### src/rtl/dadda_config.svh
`ifndef DADDA_CONFIG_SVH
`define DADDA_CONFIG_SVH

// operand and product widths
`define MUL_WIDTH 16
`define PROD_WIDTH (2 * `MUL_WIDTH)

// products held between the pipeline and the bus
`define PROD_FIFO_DEPTH 4

// register file and bus data
`define WB_ADDR_WIDTH 4
`define WB_DATA_WIDTH 32

// register stages in the multiplier
`define MUL_LATENCY 3

`endif
### src/rtl/wb_pkg.sv
`include "dadda_config.svh"

package wb_pkg;

    typedef struct packed {
        logic                      cyc;
        logic                      stb;
        logic                      we;
        logic [`WB_ADDR_WIDTH-1:0] adr;
        logic [`WB_DATA_WIDTH-1:0] dat;
    } wb_req_t;

    typedef struct packed {
        logic                      ack;
        logic [`WB_DATA_WIDTH-1:0] dat;
    } wb_rsp_t;

    // register map
    typedef enum logic [`WB_ADDR_WIDTH-1:0] {
        reg_operands = 0,
        reg_result   = 1,
        reg_status   = 2
    } reg_addr_e;

    typedef enum logic [1:0] {
        idle,
        ack_cycle,
        wait_result
    } slave_state_e;

endpackage

### src/rtl/mul_pkg.sv
`include "dadda_config.svh"

package mul_pkg;

    typedef logic [`MUL_WIDTH-1:0] operand_t;
    typedef logic [`PROD_WIDTH-1:0] product_t;

    typedef struct packed {
        operand_t a;
        operand_t b;
        logic     valid;
    } mul_job_t;

    // one column per product bit, live bits packed at the bottom
    typedef logic [`PROD_WIDTH-1:0][`MUL_WIDTH-1:0] dot_array_t;

    typedef enum logic [1:0] {
        stage_early,
        stage_late,
        stage_add
    } mul_stage_e;

    // 2, 3, 4, 6, 9, 13, 19 ...
    function automatic int dadda_limit(input int idx);
        int d;
        d = 2;
        for (int i = 0; i < 16; i++) begin
            if (i < idx) begin
                d = d * 3 / 2;
            end
        end
        return d;
    endfunction

    // height of a column once every limit down to the given one is applied
    function automatic int column_height(input int col, input int limit);
        int h [`PROD_WIDTH];
        int carry;
        int total;
        int cur;
        for (int c = 0; c < `PROD_WIDTH; c++) begin
            h[c] = (c < `MUL_WIDTH) ? c + 1 : 2 * `MUL_WIDTH - 1 - c;
        end
        for (int s = 15; s >= 0; s--) begin
            cur = dadda_limit(s);
            if (cur < `MUL_WIDTH && cur >= limit) begin
                carry = 0;
                for (int c = 0; c < `PROD_WIDTH; c++) begin
                    total = h[c] + carry;
                    // one carry per full or half compression
                    carry = (total > cur) ? (total - cur + 1) / 2 : 0;
                    h[c] = (total > cur) ? cur : total;
                end
            end
        end
        return h[col];
    endfunction

endpackage

### src/rtl/dadda_mul_top.sv
`include "dadda_config.svh"

module dadda_mul_top (
    input  logic            clk,
    input  logic            reset,
    input  wb_pkg::wb_req_t wb_req,
    output wb_pkg::wb_rsp_t wb_rsp
);

    mul_pkg::mul_job_t job;
    mul_pkg::product_t product;
    mul_pkg::product_t fifo_head;
    logic              product_valid;
    logic              pop;
    logic [$clog2(`PROD_FIFO_DEPTH+1)-1:0] fifo_count;

    // bus side, launches jobs and drains results
    wb_mul_slave u_wb_mul_slave (
        .clk        (clk),
        .reset      (reset),
        .wb_req     (wb_req),
        .wb_rsp     (wb_rsp),
        .job        (job),
        .fifo_head  (fifo_head),
        .fifo_count (fifo_count),
        .pop        (pop)
    );

    dadda_multiplier u_dadda_multiplier (
        .clk           (clk),
        .reset         (reset),
        .job           (job),
        .product       (product),
        .product_valid (product_valid)
    );

    product_fifo u_product_fifo (
        .clk       (clk),
        .reset     (reset),
        .push      (product_valid),
        .push_data (product),
        .pop       (pop),
        .head      (fifo_head),
        .count     (fifo_count)
    );

endmodule

### src/rtl/wb_mul_slave.sv
`include "dadda_config.svh"

module wb_mul_slave (
    input  logic                                  clk,
    input  logic                                  reset,
    input  wb_pkg::wb_req_t                       wb_req,
    output wb_pkg::wb_rsp_t                       wb_rsp,
    output mul_pkg::mul_job_t                     job,
    input  mul_pkg::product_t                     fifo_head,
    input  logic [$clog2(`PROD_FIFO_DEPTH+1)-1:0] fifo_count,
    output logic                                  pop
);

    localparam int cnt_w = $clog2(`PROD_FIFO_DEPTH + 1);

    wb_pkg::slave_state_e state;
    wb_pkg::slave_state_e state_next;
    logic                      req_live;
    logic                      credit_free;
    logic                      launch;
    logic                      ack_next;
    logic [`WB_DATA_WIDTH-1:0] dat_next;
    logic [`WB_DATA_WIDTH-1:0] status_word;
    logic [cnt_w-1:0]          in_flight;
    logic [`MUL_LATENCY-1:0]   launch_sr;

    assign req_live = wb_req.cyc && wb_req.stb;

    // a job on its way in also holds a credit
    assign credit_free = (int'(in_flight) + int'(job.valid) + int'(fifo_count))
                         < `PROD_FIFO_DEPTH;

    always_comb begin
        status_word = '0;
        status_word[7:0]  = 8'(fifo_count);
        status_word[15:8] = 8'(in_flight);
    end

    always_comb begin
        state_next = state;
        ack_next   = 1'b0;
        dat_next   = '0;
        launch     = 1'b0;
        pop        = 1'b0;
        case (state)
            wb_pkg::idle: begin
                // skip the cycle where the last ack is still out
                if (req_live && !wb_rsp.ack) begin
                    state_next = wb_pkg::ack_cycle;
                end
            end
            wb_pkg::ack_cycle: begin
                if (!req_live) begin
                    state_next = wb_pkg::idle;
                end else begin
                    case (wb_pkg::reg_addr_e'(wb_req.adr))
                        wb_pkg::reg_operands: begin
                            if (!wb_req.we || credit_free) begin
                                launch     = wb_req.we;
                                ack_next   = 1'b1;
                                state_next = wb_pkg::idle;
                            end
                        end
                        wb_pkg::reg_result: begin
                            if (wb_req.we) begin
                                ack_next   = 1'b1;
                                state_next = wb_pkg::idle;
                            end else if (fifo_count != '0) begin
                                pop        = 1'b1;
                                ack_next   = 1'b1;
                                dat_next   = fifo_head;
                                state_next = wb_pkg::idle;
                            end else begin
                                state_next = wb_pkg::wait_result;
                            end
                        end
                        wb_pkg::reg_status: begin
                            ack_next   = 1'b1;
                            dat_next   = wb_req.we ? '0 : status_word;
                            state_next = wb_pkg::idle;
                        end
                        default: begin
                            ack_next   = 1'b1;
                            state_next = wb_pkg::idle;
                        end
                    endcase
                end
            end
            wb_pkg::wait_result: begin
                if (!req_live) begin
                    state_next = wb_pkg::idle;
                end else if (fifo_count != '0) begin
                    pop        = 1'b1;
                    ack_next   = 1'b1;
                    dat_next   = fifo_head;
                    state_next = wb_pkg::idle;
                end
            end
            default: state_next = wb_pkg::idle;
        endcase
    end

    always_ff @(posedge clk) begin
        if (reset) begin
            state      <= wb_pkg::idle;
            wb_rsp.ack <= 1'b0;
            job.valid  <= 1'b0;
            in_flight  <= '0;
            launch_sr  <= '0;
        end else begin
            state      <= state_next;
            wb_rsp.ack <= ack_next;
            job.valid  <= launch;
            // counted from the job edge until the push into the FIFO
            launch_sr  <= {launch_sr[`MUL_LATENCY-2:0], job.valid};
            in_flight  <= in_flight + cnt_w'(job.valid) - cnt_w'(launch_sr[`MUL_LATENCY-1]);
        end
        if (ack_next) begin
            wb_rsp.dat <= dat_next;
        end
        if (launch) begin
            job.a <= wb_req.dat[`MUL_WIDTH-1:0];
            job.b <= wb_req.dat[2*`MUL_WIDTH-1:`MUL_WIDTH];
        end
    end

endmodule

### src/rtl/product_fifo.sv
`include "dadda_config.svh"

module product_fifo #(
    parameter int depth = `PROD_FIFO_DEPTH
) (
    input  logic                       clk,
    input  logic                       reset,
    input  logic                       push,
    input  mul_pkg::product_t          push_data,
    input  logic                       pop,
    output mul_pkg::product_t          head,
    output logic [$clog2(depth+1)-1:0] count
);

    localparam int ptr_w = (depth > 1) ? $clog2(depth) : 1;

    mul_pkg::product_t mem [depth];
    logic [ptr_w-1:0] wr_ptr;
    logic [ptr_w-1:0] rd_ptr;

    // wrap at depth, which need not be a power of two
    function automatic logic [ptr_w-1:0] next_ptr(input logic [ptr_w-1:0] ptr);
        logic [ptr_w-1:0] nxt;
        nxt = (int'(ptr) == depth - 1) ? '0 : ptr + 1'b1;
        return nxt;
    endfunction

    always_ff @(posedge clk) begin
        if (push) begin
            mem[wr_ptr] <= push_data;
        end
    end

    always_ff @(posedge clk) begin
        if (reset) begin
            wr_ptr <= '0;
            rd_ptr <= '0;
            count  <= '0;
        end else begin
            if (push) begin
                wr_ptr <= next_ptr(wr_ptr);
            end
            if (pop) begin
                rd_ptr <= next_ptr(rd_ptr);
            end
            case ({push, pop})
                2'b10:   count <= count + 1'b1;
                2'b01:   count <= count - 1'b1;
                default: count <= count;
            endcase
        end
    end

    // oldest entry
    assign head = mem[rd_ptr];

endmodule

### src/rtl/dadda_multiplier.sv
`include "dadda_config.svh"

module dadda_multiplier (
    input  logic              clk,
    input  logic              reset,
    input  mul_pkg::mul_job_t job,
    output mul_pkg::product_t product,
    output logic              product_valid
);

    localparam int mw = `MUL_WIDTH;
    localparam int pw = `PROD_WIDTH;
    // index of 13, the largest Dadda limit below a 16 bit column
    localparam int top_idx = 5;

    mul_pkg::dot_array_t pp;
    mul_pkg::dot_array_t early_dots [4];
    mul_pkg::dot_array_t late_dots [4];
    mul_pkg::dot_array_t early_q;
    mul_pkg::product_t   row_a;
    mul_pkg::product_t   row_b;
    mul_pkg::product_t   row_a_q;
    mul_pkg::product_t   row_b_q;
    logic [`MUL_LATENCY-1:0] valid_q;

    // AND array, each column packed from bit 0 up
    always_comb begin
        pp = '0;
        for (int i = 0; i < mw; i++) begin
            for (int j = 0; j < mw; j++) begin
                if (i + j < mw) begin
                    pp[i+j][i] = job.a[i] & job.b[j];
                end else begin
                    pp[i+j][mw-1-j] = job.a[i] & job.b[j];
                end
            end
        end
    end

    assign early_dots[0] = pp;

    // 16 -> 13 -> 9 -> 6
    for (genvar s = 0; s < 3; s++) begin : g_early
        dadda_reduce_stage #(
            .limit_in  ((s == 0) ? mw : mul_pkg::dadda_limit(top_idx + 1 - s)),
            .limit_out (mul_pkg::dadda_limit(top_idx - s))
        ) u_stage (
            .dots_in  (early_dots[s]),
            .dots_out (early_dots[s+1])
        );
    end

    assign late_dots[0] = early_q;

    // 6 -> 4 -> 3 -> 2
    for (genvar s = 0; s < 3; s++) begin : g_late
        dadda_reduce_stage #(
            .limit_in  (mul_pkg::dadda_limit(top_idx - 2 - s)),
            .limit_out (mul_pkg::dadda_limit(top_idx - 3 - s))
        ) u_stage (
            .dots_in  (late_dots[s]),
            .dots_out (late_dots[s+1])
        );
    end

    always_comb begin
        for (int c = 0; c < pw; c++) begin
            row_a[c] = late_dots[3][c][0];
            row_b[c] = late_dots[3][c][1];
        end
    end

    always_ff @(posedge clk) begin
        early_q <= early_dots[3];
        row_a_q <= row_a;
        row_b_q <= row_b;
        product <= row_a_q + row_b_q;
    end

    // valid bit follows the job through every stage
    always_ff @(posedge clk) begin
        if (reset) begin
            valid_q <= '0;
        end else begin
            valid_q[mul_pkg::stage_early] <= job.valid;
            valid_q[mul_pkg::stage_late]  <= valid_q[mul_pkg::stage_early];
            valid_q[mul_pkg::stage_add]   <= valid_q[mul_pkg::stage_late];
        end
    end

    assign product_valid = valid_q[mul_pkg::stage_add];

endmodule

### src/rtl/dadda_reduce_stage.sv
`include "dadda_config.svh"

module dadda_reduce_stage #(
    parameter int limit_in  = 13,
    parameter int limit_out = 9
) (
    input  mul_pkg::dot_array_t dots_in,
    output mul_pkg::dot_array_t dots_out
);

    localparam int pw = `PROD_WIDTH;
    localparam int mw = `MUL_WIDTH;

    function automatic logic [pw-1:0][7:0] heights_for(input int limit);
        logic [pw-1:0][7:0] hs;
        for (int c = 0; c < pw; c++) begin
            hs[c] = 8'(mul_pkg::column_height(c, limit));
        end
        return hs;
    endfunction

    // live bits per incoming column
    localparam logic [pw-1:0][7:0] h_in = heights_for(limit_in);

    always_comb begin
        logic [mw-1:0] cin_bits;
        logic [mw-1:0] cout_bits;
        logic x;
        logic y;
        logic z;
        int cin_n;
        int cout_n;
        int h;
        int excess;
        int pos;
        int out_n;
        dots_out = '0;
        cin_bits = '0;
        cin_n = 0;
        for (int col = 0; col < pw; col++) begin
            h = int'(h_in[col]);
            excess = h + cin_n - limit_out;
            pos = 0;
            out_n = 0;
            cout_bits = '0;
            cout_n = 0;
            // full adders take two bits off, a half adder one
            for (int k = 0; k < mw / 2; k++) begin
                if (excess >= 2 && pos + 3 <= h) begin
                    x = dots_in[col][pos];
                    y = dots_in[col][pos+1];
                    z = dots_in[col][pos+2];
                    dots_out[col][out_n] = x ^ y ^ z;
                    cout_bits[cout_n] = (x & y) | (y & z) | (x & z);
                    pos += 3;
                    out_n++;
                    cout_n++;
                    excess -= 2;
                end else if (excess == 1 && pos + 2 <= h) begin
                    x = dots_in[col][pos];
                    y = dots_in[col][pos+1];
                    dots_out[col][out_n] = x ^ y;
                    cout_bits[cout_n] = x & y;
                    pos += 2;
                    out_n++;
                    cout_n++;
                    excess -= 1;
                end
            end
            // untouched bits pass straight down
            for (int k = 0; k < mw; k++) begin
                if (k >= pos && k < h) begin
                    dots_out[col][out_n] = dots_in[col][k];
                    out_n++;
                end
            end
            // carries from the column below sit on top
            for (int k = 0; k < mw; k++) begin
                if (k < cin_n) begin
                    dots_out[col][out_n] = cin_bits[k];
                    out_n++;
                end
            end
            cin_bits = cout_bits;
            cin_n = cout_n;
        end
    end

endmodule

### config.mk
export PLATFORM = sky130hd
export DESIGN_NAME = dadda_mul_top
export DESIGN_NICKNAME = d
export VERILOG_FILES = /design/src/rtl/wb_pkg.sv /design/src/rtl/mul_pkg.sv /design/src/rtl/dadda_mul_top.sv /design/src/rtl/wb_mul_slave.sv /design/src/rtl/product_fifo.sv /design/src/rtl/dadda_multiplier.sv /design/src/rtl/dadda_reduce_stage.sv
export VERILOG_INCLUDE_DIRS = /design/src /design/src/rtl
export SDC_FILE = /design/constraint.sdc
export NUM_CORES = 1
export LEC_CHECK = 0
export BUFFER_PORTS_ARGS = -buffer_cell sky130_fd_sc_hd__clkbuf_2
export CELL_PAD_IN_SITES_DETAIL_PLACEMENT = 0
export CELL_PAD_IN_SITES_GLOBAL_PLACEMENT = 1
export CORE_MARGIN = 5
export CORE_UTILIZATION = 55
export CTS_CLUSTER_SIZE = 24
export DETAILED_ROUTE_END_ITERATION = 10
export PLACE_DENSITY = 0.79
export SLEW_MARGIN = 20
export SYNTH_ARGS = -nofsm -noshare
export SYNTH_HDL_FRONTEND = slang
export SYNTH_SLANG_ARGS = --single-unit
### constraint.sdc
create_clock -name clk -period 11.2 [get_ports clk]
set_input_delay 0 -clock clk [delete_from_list [all_inputs] [get_ports clk]]
set_output_delay 0 -clock clk [all_outputs]
set_load 0.02 [all_outputs]
# == Word-level counts from Yosys, hierarchy flattened ==
# Memory sizes are Yosys's and may differ from the RTL's. A register that Yosys moved wholly into a read port is not among the register bits.
# Cells that the tools add are included.
# totals
ram_bits,128
regBits,334
out_inout_bits,33
word_cells,1767
inputBits,41
memories,1
# mem_list
name,words,word_bits,read_ports,rd_clocked_by_memory_dff,write_ports,line,text
u_product_fifo.mem,4,32,1,1,1,product_fifo.sv:17,mul_pkg::product_t mem [depth];
# op_classes
n_mux,38
addsub,9
order_cmp,1
n_eq_ne,11
reduce_logical,10
bitwise_logic,1651
# ops
op,n
1-bit bitwise AND,856
1-bit XOR,405
1-bit bitwise OR,390
32-bit two-way mux,4
32-bit one-hot mux with 2 select lines,2
31-bit by 31-bit adder with 32-bit output,1
32-bit by 4-bit adder with 32-bit output,1
32-bit by 4-bit < comparator with 1-bit output (second input constant),1
2-bit two-way mux,11
1-bit two-way mux,14
11-bit two-way mux,1
2-bit by 1-bit == test with 1-bit output (second input constant),4
1-bit one-hot mux with 2 select lines,3
2-bit one-hot mux with 3 select lines,1
3-bit one-hot mux with 2 select lines,1
2-bit by 1-bit adder with 2-bit output (second input constant),2
3-bit by 1-bit adder with 4-bit output,1
2-bit == test (second input constant),2
4-bit by 1-bit == test with 1-bit output (second input constant),1
4-bit by 2-bit == test with 1-bit output (second input constant),1
4-bit zero test,1
4-bit != test (second input constant),1
2-bit one-hot mux with 2 select lines,1
3-bit by 1-bit adder with 3-bit output,1
other kinds (12),14

# == Logic depth before layout (Yosys ltp) ==
# Gate-level depths: netlist of the first run.
# logic_depth
word_depth,10
ltp_mapped,12
mapped_depth_nobuf,11

# == Modules after synthesis ==
# From an unflattened synthesis of the first run, not the netlist that was laid out.
# hier_totals
hier_cells,4401
hier_area_um2,47687.0
# by_module_without_submodules
mod,instances,area_per_inst_um2,cells_each,seq_area_each_um2
dadda_multiplier,1,15720.1,1144,12231.7
product_fifo,1,5084.9,209,4023.9
dadda_reduce_stage (u_dadda_multiplier.g_early[2].u_stage),1,4095.2,459,0.0
dadda_reduce_stage (u_dadda_multiplier.g_late[0].u_stage),1,4062.6,467,0.0
dadda_reduce_stage (u_dadda_multiplier.g_early[1].u_stage),1,4037.6,469,0.0
dadda_reduce_stage (u_dadda_multiplier.g_late[2].u_stage),1,3980.1,485,0.0
dadda_reduce_stage (u_dadda_multiplier.g_late[1].u_stage),1,3970.1,487,0.0
dadda_reduce_stage (u_dadda_multiplier.g_early[0].u_stage),1,3877.5,501,0.0
wb_mul_slave,1,2859.0,180,2122.0

# == Worst setup path before layout of the first run ==
# Ideal clock, no wire load.
# synth_timing
path_kind,register to register
start,"register, netlist name u_wb_mul_slave.job[0]"
end,"register, netlist name u_wb_mul_slave.wb_rsp[0]"
path_stages_with_launch,10
setup_ns,0.472
n_path_buf,0
synth_period_minus_slack_ns,4.634
t_required_ns,10.728
setup_slack_ns,6.566
arrival_time_ns,4.162
path_cell_list,dfxtp_1 -> ha_1 -> ha_1 -> xor2_1 -> ha_1 -> a2111oi_0 -> nand2_1 -> nand4b_1 -> nand3b_1 -> a21boi_0
# synth_between
elab_chain_cells,8
# synth_rtl
item,line,text
3-bit by 1-bit adder with 4-bit output,wb_mul_slave.sv:30,assign credit_free = (int'(in_flight) + int'(job.valid) + int'(fifo_count))
32-bit by 4-bit adder with 32-bit output,wb_mul_slave.sv:30,
32-bit by 4-bit < comparator with 1-bit output (no line),--,
1-bit logical OR,wb_mul_slave.sv:58,if (!wb_req.we || credit_free) begin
1-bit two-way mux,wb_mul_slave.sv:58,
1-bit one-hot mux with 2 select lines,wb_mul_slave.sv:56,case (wb_pkg::reg_addr_e'(wb_req.adr))
1-bit two-way mux,wb_mul_slave.sv:53,if (!req_live) begin
1-bit one-hot mux with 2 select lines,wb_mul_slave.sv:45,case (state)
named net u_wb_mul_slave.ack_next,wb_mul_slave.sv:21,logic ack_next;
# The timed path passes the listed nets, and every way through them passes these cells.
# A chain may end at the register's enable or synchronous reset.

# == Worst setup path in the final report of the first run ==
# layout_timing
start,register u_wb_mul_slave.in_flight[0]
end,register u_wb_mul_slave.state[1]
# layout_between
elab_chain_cells,6
# layout_rtl
item,line,text
from (decl),wb_mul_slave.sv:24,logic [cnt_w-1:0] in_flight;
from (signal assigned),wb_mul_slave.sv:116,in_flight <= in_flight + cnt_w'(job.valid) - cnt_w'(launch_sr[`MUL_LATENCY-1]);
3-bit by 1-bit adder with 4-bit output,wb_mul_slave.sv:30,
32-bit by 4-bit adder with 32-bit output,wb_mul_slave.sv:30,
32-bit by 4-bit < comparator with 1-bit output (no line),--,
1-bit logical OR,wb_mul_slave.sv:58,
4-bit != test (no line),--,
3-bit AND reduction (no line),--,
to (signal assigned),wb_mul_slave.sv:105,state <= wb_pkg::idle;
to (signal assigned),wb_mul_slave.sv:111,state <= state_next;
to (decl),wb_mul_slave.sv:16,wb_pkg::slave_state_e state;
# No other way between the ends.

==> impl_metrics.tcl, run 1 <==
set metrics [dict create \
    status "finished clean" \
    seq_area_frac_synth_pct 54.34 \
    area_growth_pct 14.39 \
    die_x_um 203.2 \
    finalPower_mw 3.572 \
    r2r_slack_ps 7510 \
    routabilityCongestion 0.8175 \
    drc 0 \
    yosys.cell_types.count 61 \
    drt-wirelength-per-cell_um 18.90 \
    syn_area_um2 20520 \
    synth_area_leaders "edfxtp_1 28%, dfxtp_1 26%, fa_1 19%, and2_1 7.4%, ha_1 3.7%" \
    leakage_nw 9.611 \
    ir_worst_vdd_mv 0.1110 \
    final_max_slew_viol_count 0 \
    die_area_um2 41270 \
    ys_seq_elements 461 \
    ios 74 \
    vias 11070 \
    grtUsageTotal_pct 19.98 \
    required_ps 11720 \
    post_dp_cell_area_um2 21330 \
    preCtsSetupSlack_ps 7906 \
    start_kind "flip-flop" \
    ctsResizeCount 0 \
    grt_antenna_before_repair 0 \
    crit_path_frequent_cell "ha_1" \
    period_share_pct 32.94 \
    period_minus_slack_ps 3690 \
    root_buffer "clkbuf_16" \
    finalHoldViolCount 0 \
    clock_skew_ps 17.34 \
    row_count 70 \
    min_path_type "input port to flip-flop" \
    antenna_left 0 \
    initial_core_util_pct 55.92 \
    p_per_area_nw_per_um2 152.2 \
    cp_max_fo 4 \
    htreeDepth 2 \
    critical_path.endpoint_type "flip-flop" \
    cts_tree "yes" \
    multiInputGateArea_um2 8815 \
    synth_top_area_share_pct 28.10 \
    clock_sinks 461 \
    fin_ws_ps 7510 \
    max_clock_freq_mhz 271.0 \
    clk_latency_ps 580 \
    synth_edf_count 192 \
    slew_headroom_pct 34.82 \
    cts_buffer_depth 3 \
    grt_remaining_overflow 0 \
    path_class "flip-flop to flip-flop" \
    core-area_um2 36700 \
    viasPerCell 5.311 \
    drt-initial-drc-count 540 \
    syn_inst 1458 \
    die_height_um 203.2 \
    regArea_um2 11150 \
    clkTransAtPathRegs_ps 60 \
    antennaDiodeCount 0 \
    yosysTopAreaCell "edfxtp_1" \
    final_area_um2 23470 \
    fillers 2744 \
    synth_nets 1758 \
    critPathArrivalTime_ps 4210 \
    finalSetupViolCount 0 \
    cts_made_buffers 49 \
    hold_buffers 40 \
    async_flop_share_pct 0 \
    maxCapViolCount 0 \
    tns_ps 0 \
    avgSynthCellArea_um2 14.07 \
    dr.pass1.iters 4 \
    grt_pass1_vias 11920 \
    synthFlopType "dfxtp_1" \
    worst_pin_slew_ps 977.6 \
    slowest_delay_ps 560 \
    numPortBuffers 73 \
    post-cts-setup-buffer-count 0 \
    synth-warning-count 0 \
    crit_path_top_delay_cell "dlygate4sd3_1" \
    layout.nets 1876 \
    grt_max_degree 35 \
    path_cells "ha_1 -> ha_1 -> xor2_1 -> ha_1 -> a2111oi_0 -> nand2_1 -> inv_1 -> o211ai_1 -> or3_1 -> dlygate4sd3_1 -> a21oi_1 -> dlygate4sd3_1" \
    dp_hpwl_mm 25.82 \
    drt-total-wl_mm 39.40 \
    rsz0062_at_grt "no" \
    drive_above_1_share_pct 12.68 \
    grt_pass1_wl_mm 64.98 \
]
## path summary, 6_finish.rpt
| check | startpoint | to | depth (start not counted) |
|---|---|---|---|
| setup / recovery | u_wb_mul_slave.in_flight[0] | u_wb_mul_slave.state[1] | 12 |
| hold reg to reg | u_dadda_multiplier.row_a_q[0] | u_dadda_multiplier.product[0] | 0 |
| hold / removal | wb_req[36] | u_wb_mul_slave.wb_rsp[8] | 3 |
| setup reg to reg | u_wb_mul_slave.in_flight[0] | u_wb_mul_slave.state[1] | 12 |
## cell type report
cell class | count | share of cell area [%]
clock buffers | 64 | 5.975
clock inverters | 28 | 1.460
inverters | 97 | 1.551
multi-input cells | 848 | 37.55
flip-flops and latches | 461 | 47.51
well taps | 468 | 2.495
repair buffers | 119 | 3.454
## state kept, by name, summed over array words and instances, names as in the netlist, named ones only
signal	cells
u_dadda_multiplier.early_q	157
u_dadda_multiplier.product	32
u_dadda_multiplier.row_a_q	31
u_dadda_multiplier.row_b_q	30
u_dadda_multiplier.valid_q	3
u_product_fifo.count	3
u_product_fifo.mem	128
u_product_fifo.rd_ptr	2
u_product_fifo.wr_ptr	2
u_wb_mul_slave.in_flight	3
u_wb_mul_slave.job	33
u_wb_mul_slave.state	2
u_wb_mul_slave.wb_rsp	33
## routing by layer
| layer | routed length, um | global-route usage, % | share of wire (%) | vias to the layer above |
|---|---|---|---|---|
| met4 | 965 | 5.372 | 2.4 | 0 |
| met5 | 0 | 0 | 0 | - |
| met2 | 18780 | 32.48 | 48 | 265 |
| li1 | - | - | - | 5132 |
| met3 | 1980 | 4.039 | 5.0 | 82 |
| met1 | 17680 | 27.93 | 45 | 5595 |
## Yosys cell counts, types with 4 or more instances
cell and count:
a21o_1 4, dfxtp_1 269, nand4_1 7, xor2_1 11, and3_1 4, a22o_1 6
xnor2_1 14, o21ai_0 21, clkbuf_1 49, nor2b_1 5, a211oi_1 7, or3_1 5
ha_1 61, nand2_1 75, inv_1 97, mux4_2 32, and2_1 242, nand3_1 11
fa_1 198, nor3_1 13, a21oi_1 32, a21boi_0 4, o21bai_1 6, nor2_1 31
edfxtp_1 192, o21a_1 6
## power by group
| group | internal (mW) | leakage (nW) | switching (mW) |
|---|---|---|---|
| Clock | 1.04 | 0.867 | 0.645 |
| Sequential | 1.77 | 4.03 | 0.0156 |
| Combinational | 0.0445 | 4.71 | 0.0492 |
## stage by stage
step,utilization (%),instances,hold WS [ps]
2_1_floorplan,-,1458,69.07
3_3_place_gp,58.12,1953,176.7
3_5_place_dp,58.12,1953,178.6
4_1_cts,63.97,2085,36.26
5_1_grt,63.97,2085,67.24
6_report,63.97,2085,72.04
## critical path: cells and delay by family (launching register included)
family,cells,cell delay (ps)
compound gates,3,670
buf+inv,3,1210
xor+xnor,1,160
flops,1,330
simple gates,2,560
fa+ha+maj,3,690
## kinds of logic (layout without fill, tap and decap cells)
family | count (synthesis) | count (layout) | share of synthesized area, %
buffers and inverters | 149 | 308 | 2.799
flip-flops | 461 | 461 | 54.34
AO/OA/AOI/OAI | 120 | 120 | 3.975
adder cells (fa/ha/maj) | 259 | 259 | 23.04
AND/OR/NAND/NOR | 409 | 409 | 11.13
multiplexers | 35 | 35 | 3.658
XOR/XNOR | 25 | 25 | 1.067
## cells in the final DEF (no fill, tap or decap), types with 4 or more instances in the layout
master / count
clkbuf_2: 73
dfxtp_1: 267
and3_1: 4
edfxtp_1: 192
nand3_1: 11
ha_1: 61
mux4_2: 32
inv_1: 97
clkinv_2: 10
nand4_1: 7
and2_1: 242
o21bai_1: 6
or3_1: 5
fa_1: 198
nor3_1: 13
dlygate4sd3_1: 40
bufinv_16: 7
clkbuf_8: 12
o21a_1: 6
xnor2_1: 14
o21ai_0: 21
a21oi_1: 32
a211oi_1: 7
nor2b_1: 5
a21o_1: 4
buf_4: 6
clkinv_1: 5
nand2_1: 75
xor2_1: 11
a22o_1: 6
clkbuf_16: 49
nor2_1: 30
Note: power is estimated with default switching activity, not from simulation.
==> run 2: changes to the inputs <==
Settings changed: CORE_UTILIZATION 55 to 47, PLACE_DENSITY 0.79 to 0.72.
Clock period 11.2 ns to 3.3 ns, I/O delays scaled along.
==> run 2 against run 1 <==
- sequential power rose to 3.4 times the previous value
- total power rose to 3.4 times the previous value
- clock power grew to 3.5 times the previous value
- routed wire length rose by 3.7%
- non-clock buffer count grew 23
==> impl_metrics.tcl, run 2 (synthesis gave the netlist of run 1 again) <==
set metrics [dict create \
    dp_hpwl_mm 28.32 \
    drc 0 \
    hold_end "u_wb_mul_slave.wb_rsp[8]" \
    vias 11140 \
    routabilityCongestion 0.8854 \
    dr.pass1.iters 4 \
    combPwrFrac_pct 2.7 \
    finalHoldViolCount 0 \
    antennaDiodeCount 0 \
    clock_sinks 461 \
    seqPwrFrac_pct 49.5 \
    clkPwrFrac_pct 47.8 \
    cts_tree "yes" \
    largest_reg_flops 157 \
    status "finished clean" \
    drt-initial-drc-count 451 \
    grt_max_degree 34 \
    cts_made_buffers 49 \
    die_height_um 219.0 \
    grt_antenna_before_repair 0 \
    grt_remaining_overflow 0 \
    critical_path.endpoint_type "flip-flop" \
    reg2regPathDepth 11 \
    critPathArrivalTime_ps 3630 \
    holdWs_ps 88.29 \
    worstHoldStart "wb_req[36]" \
    start_kind "flip-flop" \
    cp_max_fo 4 \
    path_class "flip-flop to flip-flop" \
    path_cells "ha_1 -> ha_1 -> xor2_1 -> ha_1 -> a2111oi_1 -> nand2_1 -> inv_1 -> o211ai_1 -> or3_1 -> dlygate4sd3_1 -> a21oi_1" \
    drt-total-wl_mm 40.87 \
    grt_pass1_vias 12190 \
    crit_path_top_delay_cell "dlygate4sd3_1" \
    regMostFlops "u_dadda_multiplier.early_q" \
    ios 74 \
    post-cts-setup-buffer-count 0 \
    layout_commonest_cell "dfxtp_1" \
    cts_buffer_depth 3 \
    swShare_pct 19.86 \
    numPortBuffers 73 \
    p_per_area_nw_per_um2 514.1 \
    drive_above_1_share_pct 13.60 \
    die_x_um 219.0 \
    viasPerCell 5.007 \
    tns_ps 0 \
    htreeDepth 2 \
    layout.nets 1899 \
    clk_latency_ps 580 \
    drt-wirelength-per-cell_um 18.37 \
    required_ps 3800 \
    holdPathStages 3 \
    slew_headroom_pct 44.45 \
    core-area_um2 43170 \
    worst_pin_slew_ps 832.0 \
    ir_worst_vdd_mv 0.3832 \
    finalSetupViolCount 0 \
    clkTransAtPathRegs_ps 60 \
    grtUsageTotal_pct 17.84 \
    maxCapViolCount 0 \
    min_path_type "input port to flip-flop" \
    r2r_slack_ps 170 \
    period_share_pct 94.89 \
    root_buffer "clkbuf_16" \
    r2r-start "u_wb_mul_slave.in_flight[0]" \
    max_clock_freq_mhz 319.4 \
    grt_pass1_wl_mm 66.72 \
    p_int_mw 9.829 \
    fin_ws_ps 168.8 \
    final_cell_mix "268 x dfxtp_1, 242 x and2_1, 198 x fa_1" \
    slowest_delay_ps 560 \
    post-route-util_pct 55.27 \
    crit_path_frequent_cell "ha_1" \
    leakage_nw 9.740 \
    preCtsSetupSlack_ps 558.8 \
    period_minus_slack_ps 3131 \
    area_growth_pct 16.27 \
    r2r_end "u_wb_mul_slave.state[1]" \
    power_switching_mw 2.436 \
    initial_core_util_pct 47.53 \
    row_count 76 \
    final_max_slew_viol_count 0 \
    largest_registers "u_dadda_multiplier.early_q x157, u_product_fifo.mem x128" \
    antenna_left 0 \
    clock_skew_ps 13.94 \
    rsz0062_at_grt "no" \
    die_area_um2 47940 \
]
run 2: cell count changes in the layout (fill, tap and decap cells not counted), moves of 2 or more:
cell and delta:
buf_4 +21, clkinv_8 -2, clkbuf_1 +6, clkbuf_8 -4
clkinv_2 -2, clkbuf_16 +4, clkinv_1 -2, buf_12 +2
run 2: area by class of cell:
cell class	instances	area, um^2
well taps	585	732.0
fillers	3591	19310
clock buffers	70	1470
repair buffers	142	1008
multi-input cells	848	8816
inverters	97	364.1
flip-flops and latches	461	11150
clock inverters	22	316.6
run 2: worst max-delay path: cells and delay by family (launching register included):
kind                       cells  cell delay (ps)
buffers and inverters          2              650
and+or+nand+nor                2              550
adders and majority gates      3              690
xor gates and xnor gates       1              160
AOI/OAI and AO/OA              3              680
DFF                            1              330
run 2: worst max-delay path by stage:
stage | startpoint | endpoint | slack, ps
floorplan | u_wb_mul_slave.job[0] | u_wb_mul_slave.wb_rsp[0] | 100
global placement | u_wb_mul_slave.in_flight[0] | u_wb_mul_slave.wb_rsp[22] | 550
detailed placement | u_wb_mul_slave.in_flight[0] | u_wb_mul_slave.wb_rsp[22] | 560
CTS | u_wb_mul_slave.in_flight[0] | u_wb_mul_slave.state[1] | 180
global route | u_wb_mul_slave.in_flight[0] | u_wb_mul_slave.state[1] | 30
finish | u_wb_mul_slave.in_flight[0] | u_wb_mul_slave.state[1] | 170
run 2: per-stage QoR:
stage | power, mW | std cells | area (um^2)
after floorplan | 6.371 | 1458 | 20530
after global placement | 6.476 | 2093 | 21670
after detailed placement | 6.487 | 2093 | 21670
after CTS | 12.43 | 2225 | 23860
after global routing | 12.71 | 2225 | 23860
final | 12.27 | 2225 | 23860
run 2: routing by layer:
metal	GRT usage, %	up-vias	routed length (um)
met5	0	-	0
li1	-	5182	-
met3	2.621	90	1568
met1	24.36	5626	18530
met2	29.41	242	19400
met4	6.406	0	1376
run 2: power by group through the flow:
stage | Combinational (mW) | Sequential [mW] | Clock (mW)
after floorplan | 0.200 | 6.17 | 0
final | 0.326 | 6.07 | 5.87
after global routing | 0.368 | 6.08 | 6.26
after global placement | 0.290 | 6.19 | 0
after CTS | 0.328 | 6.07 | 6.03
after detailed placement | 0.292 | 6.19 | 0
run 2: timing repair:
item                                    in CTS  in global routing
hold buffers                                40                  0
gates resized for setup                      0                  1
endpoints found under the setup margin       0                  1
endpoints found under the hold margin       51                  0
==> run 3: changes to the inputs <==
Clock period 3.3 ns to 2.7 ns, I/O delays scaled along.
==> run 3 against run 2 <==
- utilization increased by 0.13 points
- sequential share of layout area fell by 0.10 points
- routed wire length fell by 0.16%
- clock power rose by 14%
- sequential power is 22% higher
- final area grew 0.23%
- count of clock-buffer cells in the layout is 8 lower
- highest routed layer unchanged
==> impl_metrics.tcl, run 3 (synthesis gave the netlist of run 1 again) <==
set metrics [dict create \
    post_dp_cell_area_um2 21860 \
    grt_pass1_vias 11980 \
    start_kind "flip-flop" \
    path_class "flip-flop to flip-flop" \
    htreeDepth 2 \
    drt-total-wl_mm 40.81 \
    clkTransAtPathRegs_ps 60 \
    rsz0062_at_grt "no" \
    finalHoldViolCount 0 \
    layout.nets 1918 \
    status "finished clean" \
    grt_antenna_before_repair 0 \
    required_ps 3160 \
    ios 74 \
    crit_path_top_delay_cell "or4_1" \
    critical_path.endpoint_type "flip-flop" \
    antennaDiodeCount 0 \
    finalSetupViolCount 0 \
    clk_latency_ps 570 \
    regMostFlops "u_dadda_multiplier.early_q" \
    maxCapViolCount 0 \
    die_x_um 219.0 \
    drt-initial-drc-count 497 \
    drive_above_1_share_pct 14.82 \
    ctsResizeCount 0 \
    p_per_area_nw_per_um2 608.4 \
    dp_hpwl_mm 28.94 \
    critPathArrivalTime_ps 3000 \
    cts_made_buffers 48 \
    vias 11090 \
    startpoint "u_dadda_multiplier.row_b_q[2]" \
    grtUsageTotal_pct 17.84 \
    row_count 76 \
    routabilityCongestion 0.8301 \
    final_max_slew_viol_count 0 \
    layout_commonest_cell "dfxtp_1" \
    min_path_type "input port to flip-flop" \
    numPortBuffers 73 \
    period_share_pct 94.40 \
    clock_sinks 461 \
    ir_worst_vdd_mv 0.4428 \
    root_buffer "clkbuf_16" \
    dr.pass1.iters 4 \
    leakage_nw 9.779 \
    final_cell_mix "267 x dfxtp_1, 242 x and2_1, 198 x fa_1" \
    holdWs_ps 151.1 \
    dp.cells 2112 \
    antenna_left 0 \
    final_cells 2238 \
    die_area_um2 47940 \
    die_height_um 219.0 \
    worst_pin_slew_ps 810.3 \
    cts_tree "yes" \
    grt_max_degree 34 \
    finalPower_mw 14.55 \
    area_growth_pct 16.54 \
    core-area_um2 43170 \
    tns_ps 0 \
    clock_skew_ps 17.99 \
    cp-endpoint "u_dadda_multiplier.product[30]" \
    slowest_delay_ps 510 \
    r2r_slack_ps 150 \
    drc 0 \
    cts_buffer_depth 3 \
    viasPerCell 4.954 \
    grt_pass1_wl_mm 66.49 \
    drt-wirelength-per-cell_um 18.24 \
    slew_headroom_pct 45.98 \
    max_clock_freq_mhz 392.3 \
    period_minus_slack_ps 2549 \
    initial_core_util_pct 47.53 \
    reg2regPathDepth 8 \
    grt_remaining_overflow 0 \
    final_area_um2 23910 \
    largest_registers "u_dadda_multiplier.early_q x157, u_product_fifo.mem x128" \
    largest_reg_flops 157 \
    r2r-start "u_dadda_multiplier.row_b_q[2]" \
    r2r_end "u_dadda_multiplier.product[30]" \
    path_cells "ha_1 -> a211oi_1 -> o211a_1 -> nor4_1 -> buf_4 -> o32a_4 -> or4_1 -> and4_1" \
    cp_max_fo 8 \
]
-- run 3: changes by cell type in the layout (fill, tap and decap cells not counted), moves of 2 or more --
| cell | before | now |
|---|---|---|
| ha_4 | 0 | 2 |
| clkbuf_16 | 53 | 50 |
| bufinv_16 | 7 | 5 |
| ha_1 | 61 | 59 |
| buf_4 | 27 | 45 |
| clkbuf_1 | 9 | 3 |
-- run 3: final cells by class --
cell class / count / area [um^2]
Clock buffer: 62 / 1380
Clock inverter: 23 / 265.3
Fill cell: 3593 / 19260
Inverter: 97 / 364.1
Multi-Input combinational cell: 848 / 8846
Sequential cell: 461 / 11150
Tap cell: 585 / 732.0
Timing Repair Buffer: 162 / 1174
-- run 3: report_power, final --
part           internal, mW  leakage [nW]  switching [mW]  total (mW)
sequential             7.35          4.03          0.0650        7.42
combinational         0.194          4.93           0.215       0.408
clock                  4.08         0.817            2.64        6.72
total                  11.6          9.78            2.92        14.6
-- run 3: critical path, delay by kind of cell, from the launching register on --
kind / cells / cell delay, ps
AND/OR/NAND/NOR: 3 / 750
flip-flops: 1 / 310
adder cells (fa/ha/maj): 1 / 310
AO/OA/AOI/OAI: 3 / 910
buffers and inverters: 1 / 150
-- run 3: layer usage --
layer / share of wire (%) / global-route usage (%)
met4: 2.5 / 5.108
met5: 0 / 0
met1: 45 / 24.83
met3: 4.4 / 2.800
met2: 48 / 29.37
-- run 3: repair_timing --
item                                   in CTS  in global routing
endpoints found under the hold margin      51                  0
hold buffers                               41                  0
buffers inserted                            0                  0
-- run 3: worst min-delay path by stage --
stage / start / to / slack (ps) / depth (start not counted)
6_report: wb_req[20] / u_wb_mul_slave.job[5] / 150 / 2
5_1_grt: wb_req[25] / u_wb_mul_slave.job[10] / 140 / 2
4_1_cts: wb_req[20] / u_wb_mul_slave.job[5] / 120 / 2
3_5_place_dp: wb_req[13] / u_wb_mul_slave.job[30] / 180 / 1
3_3_place_gp: wb_req[22] / u_wb_mul_slave.job[7] / 180 / 1
2_1_floorplan: reset / u_wb_mul_slave.in_flight[0] / 60 / 1
-- run 3: per-stage QoR --
step | setup WS (ps) | utilization, %
after floorplan | -11.73 | -
after global placement | 224.7 | 50.63
after detailed placement | 198.2 | 50.63
after CTS | 180.1 | 55.39
after global routing | 27.69 | 55.39
final | 151.1 | 55.39
